===== src/iw_conv_pkg.sv =====
package iw_conv_pkg;

  // Width of the wide ID seen on the slave side of the converter
  localparam int unsigned SLV_ID_W = 6;

  // Width of the short ID sent to the downstream master port
  localparam int unsigned MST_ID_W = 2;

  // One remap entry exists for every short ID value
  // The short ID is the entry index itself
  localparam int unsigned NUM_ENTRIES = 2 ** MST_ID_W;

  // Reads with the same wide ID that may be outstanding at once
  // Further reads with that ID wait until one of them retires
  localparam int unsigned MAX_TXNS_PER_ID = 3;

  // Counter width needed to hold 0 up to MAX_TXNS_PER_ID
  localparam int unsigned CNT_W = $clog2(MAX_TXNS_PER_ID + 1);

  // Address and data widths are the same on both ports
  localparam int unsigned ADDR_W = 32;
  localparam int unsigned DATA_W = 32;

  // AXI burst length field, number of beats minus one
  localparam int unsigned LEN_W = 8;

  // Wide ID as carried on slave AR and slave R
  typedef logic [SLV_ID_W-1:0] slv_id_t;

  // Short ID as carried on master AR and master R
  // It also selects the entry in the remap table
  typedef logic [MST_ID_W-1:0] mst_id_t;

  // Channel payload fields
  typedef logic [ADDR_W-1:0] addr_t;
  typedef logic [DATA_W-1:0] data_t;
  typedef logic [LEN_W-1:0]  len_t;

  // Outstanding read count of one table entry
  typedef logic [CNT_W-1:0] cnt_t;

endpackage


===== src/remap_alloc_if.sv =====
`timescale 1ns/1ps

// Allocation path between the AR stage and the remap table
// The stage asks for a short ID for a given wide ID
// The table answers in the same cycle with a grant and the entry index
// The allocation is taken on the cycle where req and gnt are both high
interface remap_alloc_if
  import iw_conv_pkg::*;
();

  // Request for a short ID, raised while a slave AR waits to be taken
  logic    req;

  // Wide ID of the waiting slave AR
  slv_id_t slv_id;

  // The table can take the request in this cycle
  logic    gnt;

  // Entry that serves the request, used as the master AR ID
  mst_id_t idx;

  // Side of the AR stage
  modport stage (
    output req,
    output slv_id,
    input  gnt,
    input  idx
  );

  // Side of the remap table
  modport tbl (
    input  req,
    input  slv_id,
    output gnt,
    output idx
  );

endinterface


===== src/id_remap_table.sv =====
`timescale 1ns/1ps

// Table of wide IDs that currently have reads in flight
// Each entry holds an occupied flag, the wide ID and the number of open bursts
// The entry index is the short ID used on the master side
module id_remap_table
  import iw_conv_pkg::*;
(
  input  logic        clk_i,
  input  logic        rst_i,
  remap_alloc_if.tbl  alloc,
  input  mst_id_t     lookup_idx_i,
  output slv_id_t     lookup_slv_id_o,
  input  logic        retire_i
);

  // Entry state
  logic [NUM_ENTRIES-1:0] occ_q;
  slv_id_t                id_q  [NUM_ENTRIES];
  cnt_t                   cnt_q [NUM_ENTRIES];

  // Search results for the current request
  logic    match_found;
  mst_id_t match_idx;
  logic    free_found;
  mst_id_t free_idx;

  // Per-entry increment and decrement strobes
  logic                   alloc_fire;
  logic [NUM_ENTRIES-1:0] inc_sel;
  logic [NUM_ENTRIES-1:0] dec_sel;

  // Scan all entries once
  // The first match and the first free entry in index order are kept,
  // so the lowest free entry wins when a new wide ID arrives
  always_comb begin
    match_found = 1'b0;
    match_idx   = '0;
    free_found  = 1'b0;
    free_idx    = '0;
    for (int i = 0; i < NUM_ENTRIES; i++) begin
      if (occ_q[i] && (id_q[i] == alloc.slv_id) && !match_found) begin
        match_found = 1'b1;
        match_idx   = mst_id_t'(i);
      end
      if (!occ_q[i] && !free_found) begin
        free_found = 1'b1;
        free_idx   = mst_id_t'(i);
      end
    end
  end

  // A wide ID already in the table must stay on its own entry
  // so that its bursts keep their order on the master side
  // When that entry is full the request waits, even if other entries are free
  always_comb begin
    if (match_found) begin
      alloc.gnt = (cnt_q[match_idx] != cnt_t'(MAX_TXNS_PER_ID));
      alloc.idx = match_idx;
    end else begin
      alloc.gnt = free_found;
      alloc.idx = free_idx;
    end
  end

  assign alloc_fire = alloc.req && alloc.gnt;

  // Decode which entry gains a burst and which one loses a burst
  // A retire is only counted on an occupied entry so a stray beat cannot wrap the count
  always_comb begin
    for (int i = 0; i < NUM_ENTRIES; i++) begin
      inc_sel[i] = alloc_fire && (alloc.idx == mst_id_t'(i));
      dec_sel[i] = retire_i && occ_q[i] && (lookup_idx_i == mst_id_t'(i));
    end
  end

  // Counts and occupied flags
  // Allocation and retirement on the same entry cancel out
  always_ff @(posedge clk_i) begin
    if (rst_i) begin
      occ_q <= '0;
      for (int i = 0; i < NUM_ENTRIES; i++) begin
        cnt_q[i] <= '0;
      end
    end else begin
      for (int i = 0; i < NUM_ENTRIES; i++) begin
        if (inc_sel[i] && !dec_sel[i]) begin
          cnt_q[i] <= cnt_q[i] + cnt_t'(1);
          occ_q[i] <= 1'b1;
        end else if (dec_sel[i] && !inc_sel[i]) begin
          cnt_q[i] <= cnt_q[i] - cnt_t'(1);
          // Last open burst of this wide ID is done
          if (cnt_q[i] == cnt_t'(1)) begin
            occ_q[i] <= 1'b0;
          end
        end
      end
    end
  end

  // The wide ID is written when a free entry is claimed
  // It is only read while the entry is occupied
  always_ff @(posedge clk_i) begin
    if (alloc_fire && !occ_q[alloc.idx]) begin
      id_q[alloc.idx] <= alloc.slv_id;
    end
  end

  // Wide ID for a returning R beat
  assign lookup_slv_id_o = id_q[lookup_idx_i];

endmodule


===== src/ar_remap_stage.sv =====
`timescale 1ns/1ps

// AR path of the converter
// A slave AR is taken once the table grants a short ID for its wide ID
// The beat then sits in an output register that drives the master AR
module ar_remap_stage
  import iw_conv_pkg::*;
(
  input  logic          clk_i,
  input  logic          rst_i,

  // Slave-side AR
  input  logic          slv_ar_valid_i,
  output logic          slv_ar_ready_o,
  input  slv_id_t       slv_ar_id_i,
  input  addr_t         slv_ar_addr_i,
  input  len_t          slv_ar_len_i,

  // Short ID allocation
  remap_alloc_if.stage  alloc,

  // Master-side AR
  output logic          mst_ar_valid_o,
  input  logic          mst_ar_ready_i,
  output mst_id_t       mst_ar_id_o,
  output addr_t         mst_ar_addr_o,
  output len_t          mst_ar_len_o
);

  // The output register can take a beat in this cycle
  logic    reg_open;

  // A slave AR transfers in this cycle
  logic    ar_accept;

  // Output register
  logic    mst_valid_q;
  mst_id_t mst_id_q;
  addr_t   mst_addr_q;
  len_t    mst_len_q;

  // The register is free when empty, or when its beat leaves in this cycle
  assign reg_open = !mst_valid_q || mst_ar_ready_i;

  // Only ask for a short ID when the beat could actually be stored,
  // otherwise the table would count a burst that never went out
  assign alloc.req    = slv_ar_valid_i && reg_open;
  assign alloc.slv_id = slv_ar_id_i;

  assign slv_ar_ready_o = alloc.gnt && reg_open;
  assign ar_accept      = slv_ar_valid_i && slv_ar_ready_o;

  // Valid bit of the output register
  always_ff @(posedge clk_i) begin
    if (rst_i) begin
      mst_valid_q <= 1'b0;
    end else if (ar_accept) begin
      mst_valid_q <= 1'b1;
    end else if (mst_ar_ready_i) begin
      // Beat taken by the master and nothing new behind it
      mst_valid_q <= 1'b0;
    end
  end

  // Payload of the output register
  // The granted entry index becomes the master AR ID
  always_ff @(posedge clk_i) begin
    if (ar_accept) begin
      mst_id_q   <= alloc.idx;
      mst_addr_q <= slv_ar_addr_i;
      mst_len_q  <= slv_ar_len_i;
    end
  end

  assign mst_ar_valid_o = mst_valid_q;
  assign mst_ar_id_o    = mst_id_q;
  assign mst_ar_addr_o  = mst_addr_q;
  assign mst_ar_len_o   = mst_len_q;

endmodule


===== src/r_restore_stage.sv =====
`timescale 1ns/1ps

// R path of the converter
// Beats pass straight through with no storage
// The short ID of each beat is looked up in the table and replaced by the wide ID
module r_restore_stage
  import iw_conv_pkg::*;
(
  // Master-side R
  input  logic    mst_r_valid_i,
  output logic    mst_r_ready_o,
  input  mst_id_t mst_r_id_i,
  input  data_t   mst_r_data_i,
  input  logic    mst_r_last_i,

  // Slave-side R
  output logic    slv_r_valid_o,
  input  logic    slv_r_ready_i,
  output slv_id_t slv_r_id_o,
  output data_t   slv_r_data_o,
  output logic    slv_r_last_o,

  // Table lookup and retirement
  output mst_id_t lookup_idx_o,
  input  slv_id_t lookup_slv_id_i,
  output logic    retire_o
);

  // A beat transfers on the slave side in this cycle
  logic r_fire;

  // Handshake goes through unchanged in both directions
  assign slv_r_valid_o = mst_r_valid_i;
  assign mst_r_ready_o = slv_r_ready_i;

  // The short ID addresses the table entry of this burst
  assign lookup_idx_o = mst_r_id_i;

  // Restore the wide ID, keep data and last as they are
  assign slv_r_id_o   = lookup_slv_id_i;
  assign slv_r_data_o = mst_r_data_i;
  assign slv_r_last_o = mst_r_last_i;

  assign r_fire = mst_r_valid_i && slv_r_ready_i;

  // One burst is complete when its last beat has been handed over
  // The table uses the same lookup index to find the entry to retire
  assign retire_o = r_fire && mst_r_last_i;

endmodule


===== src/iw_converter.sv =====
`timescale 1ns/1ps

// Read-path ID width converter
// Wide slave IDs are remapped to short master IDs on AR
// and restored on R from a table of in-flight IDs
module iw_converter
  import iw_conv_pkg::*;
(
  input  logic    clk_i,
  input  logic    rst_i,

  // Slave-side AR
  input  logic    slv_ar_valid_i,
  output logic    slv_ar_ready_o,
  input  slv_id_t slv_ar_id_i,
  input  addr_t   slv_ar_addr_i,
  input  len_t    slv_ar_len_i,

  // Slave-side R
  output logic    slv_r_valid_o,
  input  logic    slv_r_ready_i,
  output slv_id_t slv_r_id_o,
  output data_t   slv_r_data_o,
  output logic    slv_r_last_o,

  // Master-side AR
  output logic    mst_ar_valid_o,
  input  logic    mst_ar_ready_i,
  output mst_id_t mst_ar_id_o,
  output addr_t   mst_ar_addr_o,
  output len_t    mst_ar_len_o,

  // Master-side R
  input  logic    mst_r_valid_i,
  output logic    mst_r_ready_o,
  input  mst_id_t mst_r_id_i,
  input  data_t   mst_r_data_i,
  input  logic    mst_r_last_i
);

  // Lookup and retirement between the R stage and the table
  mst_id_t lookup_idx;
  slv_id_t lookup_slv_id;
  logic    retire;

  // Allocation between the AR stage and the table
  remap_alloc_if alloc_if ();

  ar_remap_stage i_ar_stage (
    .clk_i          ( clk_i          ),
    .rst_i          ( rst_i          ),
    .slv_ar_valid_i ( slv_ar_valid_i ),
    .slv_ar_ready_o ( slv_ar_ready_o ),
    .slv_ar_id_i    ( slv_ar_id_i    ),
    .slv_ar_addr_i  ( slv_ar_addr_i  ),
    .slv_ar_len_i   ( slv_ar_len_i   ),
    .alloc          ( alloc_if       ),
    .mst_ar_valid_o ( mst_ar_valid_o ),
    .mst_ar_ready_i ( mst_ar_ready_i ),
    .mst_ar_id_o    ( mst_ar_id_o    ),
    .mst_ar_addr_o  ( mst_ar_addr_o  ),
    .mst_ar_len_o   ( mst_ar_len_o   )
  );

  id_remap_table i_table (
    .clk_i           ( clk_i         ),
    .rst_i           ( rst_i         ),
    .alloc           ( alloc_if      ),
    .lookup_idx_i    ( lookup_idx    ),
    .lookup_slv_id_o ( lookup_slv_id ),
    .retire_i        ( retire        )
  );

  r_restore_stage i_r_stage (
    .mst_r_valid_i   ( mst_r_valid_i ),
    .mst_r_ready_o   ( mst_r_ready_o ),
    .mst_r_id_i      ( mst_r_id_i    ),
    .mst_r_data_i    ( mst_r_data_i  ),
    .mst_r_last_i    ( mst_r_last_i  ),
    .slv_r_valid_o   ( slv_r_valid_o ),
    .slv_r_ready_i   ( slv_r_ready_i ),
    .slv_r_id_o      ( slv_r_id_o    ),
    .slv_r_data_o    ( slv_r_data_o  ),
    .slv_r_last_o    ( slv_r_last_o  ),
    .lookup_idx_o    ( lookup_idx    ),
    .lookup_slv_id_i ( lookup_slv_id ),
    .retire_o        ( retire        )
  );

endmodule


===== config.mk =====
export PLATFORM = sky130hd
export DESIGN_NAME = iw_converter
export DESIGN_NICKNAME = d
export VERILOG_FILES = /design/src/iw_conv_pkg.sv /design/src/remap_alloc_if.sv /design/src/id_remap_table.sv /design/src/ar_remap_stage.sv /design/src/r_restore_stage.sv /design/src/iw_converter.sv
export SDC_FILE = /design/constraint.sdc
export NUM_CORES = 1
export LEC_CHECK = 0
export BUFFER_PORTS_ARGS = -buffer_cell sky130_fd_sc_hd__buf_2
export CAP_MARGIN = 20
export CORE_AREA = 5 5 97 99
export CTS_CLUSTER_SIZE = 12
export DETAILED_ROUTE_END_ITERATION = 8
export DIE_AREA = 0 0 102 104
export GPL_TIMING_DRIVEN = 0
export PLACE_DENSITY = 0.88
export SETUP_SLACK_MARGIN = 0.05
export SYNTH_ARGS = -nofsm -noshare
export SYNTH_HDL_FRONTEND = slang
export SYNTH_HIERARCHICAL = 1
export SYNTH_SLANG_ARGS = --single-unit

===== constraint.sdc =====
create_clock -name clk_i -period 4.3 [get_ports clk_i]
set_input_delay 0.86 -clock clk_i [delete_from_list [all_inputs] [get_ports clk_i]]
set_output_delay 0.86 -clock clk_i [all_outputs]
set_load 0.05 [all_outputs]

==> flow_metrics.py, run 1 <==
metrics = {
    "timing": {
        "fmax_ghz": 0.270,
        "tns_ps": 0,
        "hold_viol": 0,
        "setup_viol": 0,
        "finalCritPeriodShare": 0.862,
        "final_period_minus_worst_setup_slack_ps": 3710,
        "rsz0062_at_grt": "false",
        "maxSlewHeadroom": 0.307,
        "fin_skew_ps": 12.8,
        "setup_ws_ps": 594,
        "worst_pin_slew_ps": 1030,
        "drv_slew": 0,
    },
    "die": {
        "die-area_mm2": 0.0106,
        "die_h_um": 104,
        "core_area_mm2": 0.00847,
        "rows": 34,
        "top_level_ports": 172,
        "die_x_um": 102,
        "initial_core_util": 0.464,
    },
    "run_status": {
        "status": "finished, final reports clean",
    },
    "finish": {
        "final_cells": 559,
        "fin_nets": 545,
        "final_design_area_no_fill_mm2": 0.00496,
        "antenna_cells": 0,
        "area_growth_pct": 26.1,
        "drive_above_1_share": 0.470,
        "post-route-util": 0.586,
    },
    "placement": {
        "dp_cells": 542,
        "hpwl_um": 6920,
        "port_buffers": 131,
        "dpl_cell_area_mm2": 0.00474,
        "gp_congestion": 0.884,
        "dp_slack_ps": 614,
    },
    "global_route": {
        "grtUsageTotal": 0.168,
        "gr-total-overflow": 0,
        "antenna_found_initial": 0,
        "grt_max_degree": 43,
        "first_global_vias": 2810,
        "grt_pass1_wl_um": 13800,
    },
    "detailed_routing": {
        "first_pass_iters": 4,
        "drc": 0,
        "wirelength_um": 9030,
        "avgViaCountPerCell": 4.96,
        "vias": 2770,
        "wl_per_cell_um": 16.2,
        "antenna_left": 0,
        "drt_iter0_markers": 133,
    },
    "critical_path": {
        "critPathCaptureType": "output port",
        "arrival_ps": 2850,
        "crit_required_ps": 3440,
        "criticalPathCategory": "input port to output port",
        "cp_max_fo": 9,
        "worstSetupStartpointType": "input port",
    },
    "power_and_ir_drop": {
        "combinationalPowerShare": 0.191,
        "clock_power_share": 0.330,
        "p_sw_frac": 0.294,
        "power_density_mw_per_mm2": 377,
        "leakagePower_uw": 0.00205,
        "vdd_drop_max_mv": 0.220,
        "p_int_uw": 1320,
        "switchingPower_uw": 549,
        "seq_power_share": 0.479,
    },
    "synthesis": {
        "yosysMostFrequentCell": "edfxtp_1",
        "async_flop_share": 0,
        "yosys-top-cells-area": "edfxtp_1 57%, buf_4 9.4%, xnor2_1 4.0%",
        "yosys.area.top_type": "edfxtp_1",
        "ys_seq_area_frac": 0.591,
        "synth_top_area_share": 0.565,
        "synthTopCellsByCount": "74 x edfxtp_1, 49 x buf_4, 19 x nand2_1, 18 x xnor2_1, 16 x inv_1",
        "ys.flop_type": "edfxtp_1",
        "synth_edf_count": 74,
        "yosys_warnings": 6,
        "avgSynthCellArea_um2": 13.0,
        "ys_types": 45,
        "synthCells": 303,
        "synth_seq_cells": 79,
        "synth_area_mm2": 0.00393,
        "syn_nets": 402,
    },
    "clock_tree": {
        "clock-sinks": 79,
        "post_cts_buffers": 0,
        "cts.hold.buffers_added": 0,
        "numCtsBuffers": 9,
        "cts_resized": 0,
        "clock_latency_ps": 360,
        "htree_levels": 3,
        "cts_root_buf": "clkbuf_8",
        "cts_max_path_buffers": 2,
        "cts_tree": "done",
        "clkTransAtPathRegs_ps": 70,
    },
    "min_path": {
        "hold_class": "register to register",
    },
    "run": {
        "maxCapViolCount": 0,
    },
}
==> final timing paths <==
kind	cells past startpoint	endpoint	start	slack (ps)
max	9	slv_ar_ready_o	slv_ar_id_i[1]	590
min	2	i_ar_stage/mst_ar_valid_o	i_ar_stage/mst_ar_valid_o	550
max reg2reg	6	i_ar_stage/mst_ar_len_o[2]	i_table/id_q[0][4]	1290
min reg2reg	2	i_ar_stage/mst_ar_valid_o	i_ar_stage/mst_ar_valid_o	550
==> cell families after synthesis <==
family,count (synthesis),share of synthesized area
xor+xnor,24,0.0573
mux,6,0.0344
buf+inv,72,0.120
compound gates,33,0.0522
fa+ha+maj,12,0.0382
flops,79,0.591
simple gates,77,0.108
==> critical path: stages <==
cell,delay (ps)
buf_4,120
buf_6,130
xnor2_1,160
nand4_1,140
nor4_2,700
nand2_1,90
o21ai_0,160
and2_1,220
buf_2,270
==> stage by stage <==
step / total power (uW) / hold WS (ps)
3_5_place_dp: 1270 / 539
6_report: 1870 / 546
3_3_place_gp: 1260 / 520
2_1_floorplan: 1190 / 476
4_1_cts: 1890 / 551
5_1_grt: 1940 / 570
==> cell type report <==
| class | count | area (um2) |
|---|---|---|
| Buffer | 56 | 410 |
| Tap cell | 108 | 135 |
| Multi-Input combinational cell | 152 | 1150 |
| Clock inverter | 6 | 90.1 |
| Clock buffer | 10 | 128 |
| Inverter | 16 | 60.1 |
| Timing Repair Buffer | 132 | 661 |
| Sequential cell | 79 | 2320 |
| Fill cell | 700 | 3510 |
==> power by group through the flow <==
stage	combinational [uW]	clock, uW	sequential (uW)
2_1_floorplan	188	0	998
5_1_grt	377	667	899
6_report	357	618	896
4_1_cts	360	632	896
3_3_place_gp	352	0	912
3_5_place_dp	359	0	914
==> per-layer routing <==
metal | share of wire | vias to the layer above | track usage
met5 | 0 | - | 0
met2 | 0.48 | 144 | 0.276
li1 | - | 1334 | -
met4 | 0.014 | 0 | 0.0544
met3 | 0.12 | 12 | 0.0570
met1 | 0.38 | 1280 | 0.205
==> cell usage in the layout, fill, tap and decap left out, types with 2 or more instances in the layout <==
master     synthesis  final
a21oi_1           12     12
buf_6              2      2
buf_2              1    133
inv_6              0      3
nor4_2             1      3
edfxtp_1          74     74
clkbuf_1           4      5
or4_1              2      2
nor2_1            10     10
o21ai_0            9      9
nor2b_1            2      2
and2_1             2      2
xnor2_2            2      2
xor2_1             4      4
a211oi_1           2      2
nand2b_1           4      4
xnor2_1           18     18
clkbuf_8           0      9
ha_1              12     12
mux4_2             6      6
nand3_1            5      5
a211o_1            2      2
and3_1             3      2
inv_1             16     16
dfxtp_1            5      5
nand2_1           19     19
or3_1              6      6
buf_4             49     49
bufinv_16          0      2
nor3_1             7      7
nand4_1            5      5
==> state kept, by name (all words and copies together), names as in the netlist <==
signal and flops:
i_ar_stage/mst_ar_len_o 8, i_ar_stage/mst_ar_addr_o 32, i_table/occ_q 4, i_ar_stage/mst_ar_id_o 2, i_table/cnt_q 8, i_table/id_q 24
i_ar_stage/mst_ar_valid_o 1
Power figures use the tool's default switching activity.
==> run 2, diff against run 1 <==
Settings changed: CORE_AREA 5 5 97 99 to 5 5 94 96, CTS_CLUSTER_DIAMETER from default to 100, DIE_AREA 0 0 102 104 to 0 0 99 101, PLACE_DENSITY 0.88 to 0.93.
Clock period 4.3 ns to 4.73 ns, I/O delays scaled along.
==> run 2 against run 1 <==
  * Setup slack improved by 240 ps
  * Power decreased by 17%
  * Clock power decreased by 35%
  * Sequential share of layout area increased by 0.65 points
  * Largest cell class unchanged
  * Largest power group unchanged
==> flow_metrics.py, run 2 (synthesized netlist as in run 1, its figures left out) <==
metrics = {
    "clock_tree": {
        "htree_levels": 3,
        "clock_latency_ps": 340,
        "cts_max_path_buffers": 2,
        "numCtsBuffers": 9,
        "post_cts_buffers": 0,
        "cts_tree": "done",
        "clock-sinks": 79,
        "clkTransAtPathRegs_ps": 70,
        "cts_root_buf": "clkbuf_8",
        "cts_resized": 0,
        "cts.hold.buffers_added": 0,
    },
    "timing": {
        "setup_viol": 0,
        "rsz0062_at_grt": "false",
        "final_period_minus_worst_setup_slack_ps": 3900,
        "setup_ws_ps": 829,
        "fmax_ghz": 0.256,
        "fin_skew_ps": 6.36,
        "drv_slew": 0,
        "maxSlewHeadroom": 0.305,
        "finalCritPeriodShare": 0.825,
        "worst_pin_slew_ps": 1030,
        "tns_ps": 0,
        "hold_viol": 0,
    },
    "detailed_routing": {
        "antenna_left": 0,
        "drc": 0,
        "vias": 2773,
        "wirelength_um": 9640,
        "first_pass_iters": 4,
        "wl_per_cell_um": 17.3,
        "avgViaCountPerCell": 4.99,
        "drt_iter0_markers": 109,
    },
    "critical_path": {
        "crit_required_ps": 3780,
        "crit-reg2reg-capture": "i_ar_stage/mst_ar_len_o[2]",
        "arrival_ps": 2950,
        "worst-r2r-setup-slack_ps": 1750,
        "rr_worst_depth": 6,
        "worstSetupStartpointType": "input port",
        "criticalPathCategory": "input port to output port",
        "cp_max_fo": 9,
        "critPathCaptureType": "output port",
        "rr_startpoint": "i_table/id_q[1][1]",
    },
    "finish": {
        "final_common_cell": "buf_2",
        "fillers": 660,
        "largest_register_ffs": 32,
        "multi_input_area_mm2": 0.00115,
        "antenna_cells": 0,
        "area_growth_pct": 24.4,
        "post-route-util": 0.614,
        "drive_above_1_share": 0.468,
        "ff_latch_area_mm2": 0.00232,
        "mostFrequentLayoutCells": "134 x buf_2, 74 x edfxtp_1, 49 x buf_4, 19 x nand2_1, 18 x xnor2_1",
        "fin_nets": 546,
    },
    "placement": {
        "gp_congestion": 0.877,
        "hpwl_um": 7950,
        "dp_slack_ps": 852,
        "port_buffers": 131,
    },
    "global_route": {
        "first_global_vias": 2803,
        "antenna_found_initial": 0,
        "grtUsageTotal": 0.190,
        "grt_pass1_wl_um": 14300,
        "grt_max_degree": 43,
        "gr-total-overflow": 0,
    },
    "run": {
        "maxCapViolCount": 0,
    },
    "min_path": {
        "hold_class": "register to register",
        "hp-start": "i_ar_stage/mst_ar_valid_o",
        "hold_end": "i_ar_stage/mst_ar_valid_o",
        "hold_depth": 2,
    },
    "die": {
        "core_area_mm2": 0.00797,
        "top_level_ports": 172,
        "die-area_mm2": 0.0100,
        "initial_core_util": 0.493,
        "rows": 33,
        "die_h_um": 101,
        "die_x_um": 99,
    },
    "run_status": {
        "status": "finished, final reports clean",
    },
    "power_and_ir_drop": {
        "p_total_uw": 1550,
        "leakagePower_uw": 0.00203,
        "power_density_mw_per_mm2": 316,
        "vdd_drop_max_mv": 0.115,
    },
}
## run 2: changes by cell type in the layout (fill, tap and decap cells not counted), sizes merged
cell | before | now
clkbuf | 14 | 15
buf | 184 | 185
bufinv | 2 | 0
inv | 19 | 16
clkinv | 1 | 4
## run 2: worst max path at each step
stage | from | endpoint | slack, ps | depth (start not counted)
after CTS | slv_ar_id_i[1] | slv_ar_ready_o | 850 | 9
after global routing | slv_ar_id_i[0] | slv_ar_ready_o | 650 | 9
after global placement | slv_ar_id_i[1] | i_ar_stage/mst_ar_addr_o[20] | 440 | 8
final | slv_ar_id_i[1] | slv_ar_ready_o | 830 | 9
after detailed placement | slv_ar_id_i[1] | slv_ar_ready_o | 850 | 9
after floorplan | slv_ar_id_i[1] | i_ar_stage/mst_ar_addr_o[0] | 1110 | 8
## run 2: report_power, final
| part | switching, uW | total, uW | internal [uW] |
|---|---|---|---|
| combinational | 229 | 327 | 98.3 |
| clock | 218 | 404 | 186 |
| sequential | 13.0 | 815 | 802 |
## run 2: final cells by class
class                           count  area share
Buffer                             56      0.0839
Clock buffer                       11      0.0269
Clock inverter                      4     0.00486
Inverter                           16      0.0123
Multi-Input combinational cell    152       0.234
Sequential cell                    79       0.475
Tap cell                          105      0.0269
Timing Repair Buffer              133       0.136
## run 2: per-stage QoR
step	hold WS (ps)	std cells	area, um2
floorplan	476	303	3930
global placement	493	539	4720
detailed placement	510	540	4730
CTS	522	555	4890
global route	541	556	4890
finish	522	556	4890
## run 2: worst max-delay path: stages
cell      delay (ps)
buf_4            130
buf_6            130
xnor2_1          190
nand2_1          130
nor3_2           520
a311oi_1          90
o21ai_0          370
and2_1           180
buf_2            250
## run 2: routing by layer
metal	vias to the layer above	global-route usage	wire, um
met1	1311	0.208	3540
met2	118	0.354	5270
met3	9	0.0567	704
li1	1335	-	-
met4	0	0.0588	129
met5	-	0	0
==> run 3, diff against run 2 <==
Settings changed: CORE_AREA 5 5 94 96 to 5 5 102 104, DIE_AREA 0 0 99 101 to 0 0 107 109, PLACE_DENSITY 0.93 to 0.84.
Clock period 4.73 ns to 3.3 ns, I/O delays scaled along.
==> run 3 against run 2 <==
  * Sequential power increased by 44%
  * Setup slack got worse by 680 ps
  * Flip-flop and latch count unchanged
  * Combinational power increased by 43%
  * Die area increased by 17%
  * Critical path type unchanged
  * Largest power group unchanged
==> flow_metrics.py, run 3 (synthesized netlist as in run 1, its figures left out) <==
metrics = {
    "power_and_ir_drop": {
        "seq_power_share": 0.466,
        "leakagePower_uw": 0.00208,
        "p_sw_frac": 0.283,
        "clock_power_share": 0.346,
        "p_int_uw": 1790,
        "vdd_drop_max_mv": 0.277,
        "combinationalPowerShare": 0.187,
        "power_density_mw_per_mm2": 499,
        "switchingPower_uw": 708,
    },
    "global_route": {
        "antenna_found_initial": 0,
        "first_global_vias": 2789,
        "grtUsageTotal": 0.158,
        "grt_max_degree": 43,
        "gr-total-overflow": 0,
        "grt_pass1_wl_um": 14000,
    },
    "detailed_routing": {
        "antenna_left": 0,
        "drc": 0,
        "vias": 2807,
        "wirelength_um": 9410,
        "avgViaCountPerCell": 4.96,
        "first_pass_iters": 4,
        "drt_iter0_markers": 196,
        "wl_per_cell_um": 16.6,
    },
    "die": {
        "initial_core_util": 0.416,
        "die-area_mm2": 0.0117,
        "die_x_um": 107,
        "core_area_mm2": 0.00946,
        "die_h_um": 109,
        "rows": 36,
        "top_level_ports": 172,
    },
    "placement": {
        "gp_congestion": 0.892,
        "port_buffers": 131,
        "hpwl_um": 7220,
    },
    "critical_path": {
        "crit_required_ps": 2640,
        "critPathCaptureType": "output port",
        "worstSetupStartpointType": "input port",
        "cp_common_cell": "buf_4",
        "arrival_ps": 2490,
        "cp_max_fo": 9,
        "slowest_stage": "nor4_4",
        "cp_slowest_stage_delay_ps": 400,
        "cp_cell_sequence": "buf_4 -> buf_6 -> xnor2_1 -> nand4_1 -> buf_4 -> nor4_4 -> nand2_1 -> o21ai_2 -> and2_1 -> buf_2",
        "criticalPathCategory": "input port to output port",
    },
    "run_status": {
        "status": "finished, final reports clean",
    },
    "finish": {
        "antenna_cells": 0,
        "area_growth_pct": 27.7,
        "drive_above_1_share": 0.478,
        "fin_nets": 546,
        "post-route-util": 0.531,
        "largest_register_ffs": 32,
        "final_common_cell": "buf_2",
        "fillers": 798,
        "mostFrequentLayoutCells": "133 x buf_2, 74 x edfxtp_1, 50 x buf_4, 19 x nand2_1, 18 x xnor2_1",
    },
    "clock_tree": {
        "clkTransAtPathRegs_ps": 80,
        "cts_root_buf": "clkbuf_8",
        "cts_max_path_buffers": 2,
        "cts_tree": "done",
        "cts.hold.buffers_added": 0,
        "clock_latency_ps": 350,
        "htree_levels": 3,
        "clock-sinks": 79,
        "numCtsBuffers": 9,
    },
    "timing": {
        "maxSlewHeadroom": 0.305,
        "drv_slew": 0,
        "fmax_ghz": 0.318,
        "hold_viol": 0,
        "finalCritPeriodShare": 0.954,
        "setup_viol": 0,
        "worst_pin_slew_ps": 1040,
        "fin_skew_ps": 9.07,
        "final_period_minus_worst_setup_slack_ps": 3150,
        "timing.hold.ws_ps": 481,
    },
    "run": {
        "maxCapViolCount": 0,
    },
    "min_path": {
        "hold_class": "input port to register",
    },
}
[run 3: worst paths after layout]
| path | start | end | slack [ps] | depth (start not counted) |
|---|---|---|---|---|
| min | slv_ar_addr_i[3] | i_ar_stage/mst_ar_addr_o[3] | 480 | 1 |
| max reg2reg | i_table/id_q[2][1] | i_table/cnt_q[3][1] | 380 | 8 |
| min reg2reg | i_ar_stage/mst_ar_valid_o | i_ar_stage/mst_ar_valid_o | 520 | 2 |
| max | slv_ar_id_i[0] | slv_ar_ready_o | 150 | 10 |
[run 3: final cells by class]
type	count	area, um2	area share
sequential	79	2320	0.463
multi-input combinational	152	1170	0.233
timing repair buffer	133	668	0.133
buffer	56	412	0.0820
tap	114	143	0.0284
clock buffer	9	124	0.0247
clock inverter	7	119	0.0237
inverter	16	60.1	0.0120
[run 3: power by group through the flow]
stage                     clock network [uW]  registers, uW  logic, uW
after floorplan                            0           1300        245
after global placement                     0           1190        460
after detailed placement                   0           1190        468
after CTS                                887           1170        472
after global routing                     926           1170        497
final                                    867           1170        468
[run 3: layer usage]
layer | vias up | track usage | wire length [um]
met4 | 0 | 0.0749 | 219
met2 | 159 | 0.272 | 4760
met5 | - | 0 | 0
met1 | 1291 | 0.179 | 3460
met3 | 23 | 0.0491 | 965
li1 | 1334 | - | -
[run 3: stage by stage]
step	instances	power [uW]	cell area, um2	setup slack, ps	setup TNS (ps)
2_1_floorplan	303	1540	3930	174	0
3_3_place_gp	548	1650	4730	-187	-8090
3_5_place_dp	549	1660	4740	-231	-9810
4_1_cts	565	2530	5000	91.2	0
5_1_grt	566	2600	5020	-31.3	-31.3
6_report	566	2500	5020	151	0
[run 3: repair_timing]
action / CTS / global route
resized for setup: 3 / 4
setup buffers: 0 / 1
endpoints found under the setup margin: 1 / 1
pin swaps: 0 / 2
[run 3: worst max-delay path: cells and delay by family]
kind	cells	cell delay (ps)
compound gates	1	120
xor+xnor	1	200
buf+inv	4	680
simple gates	4	810
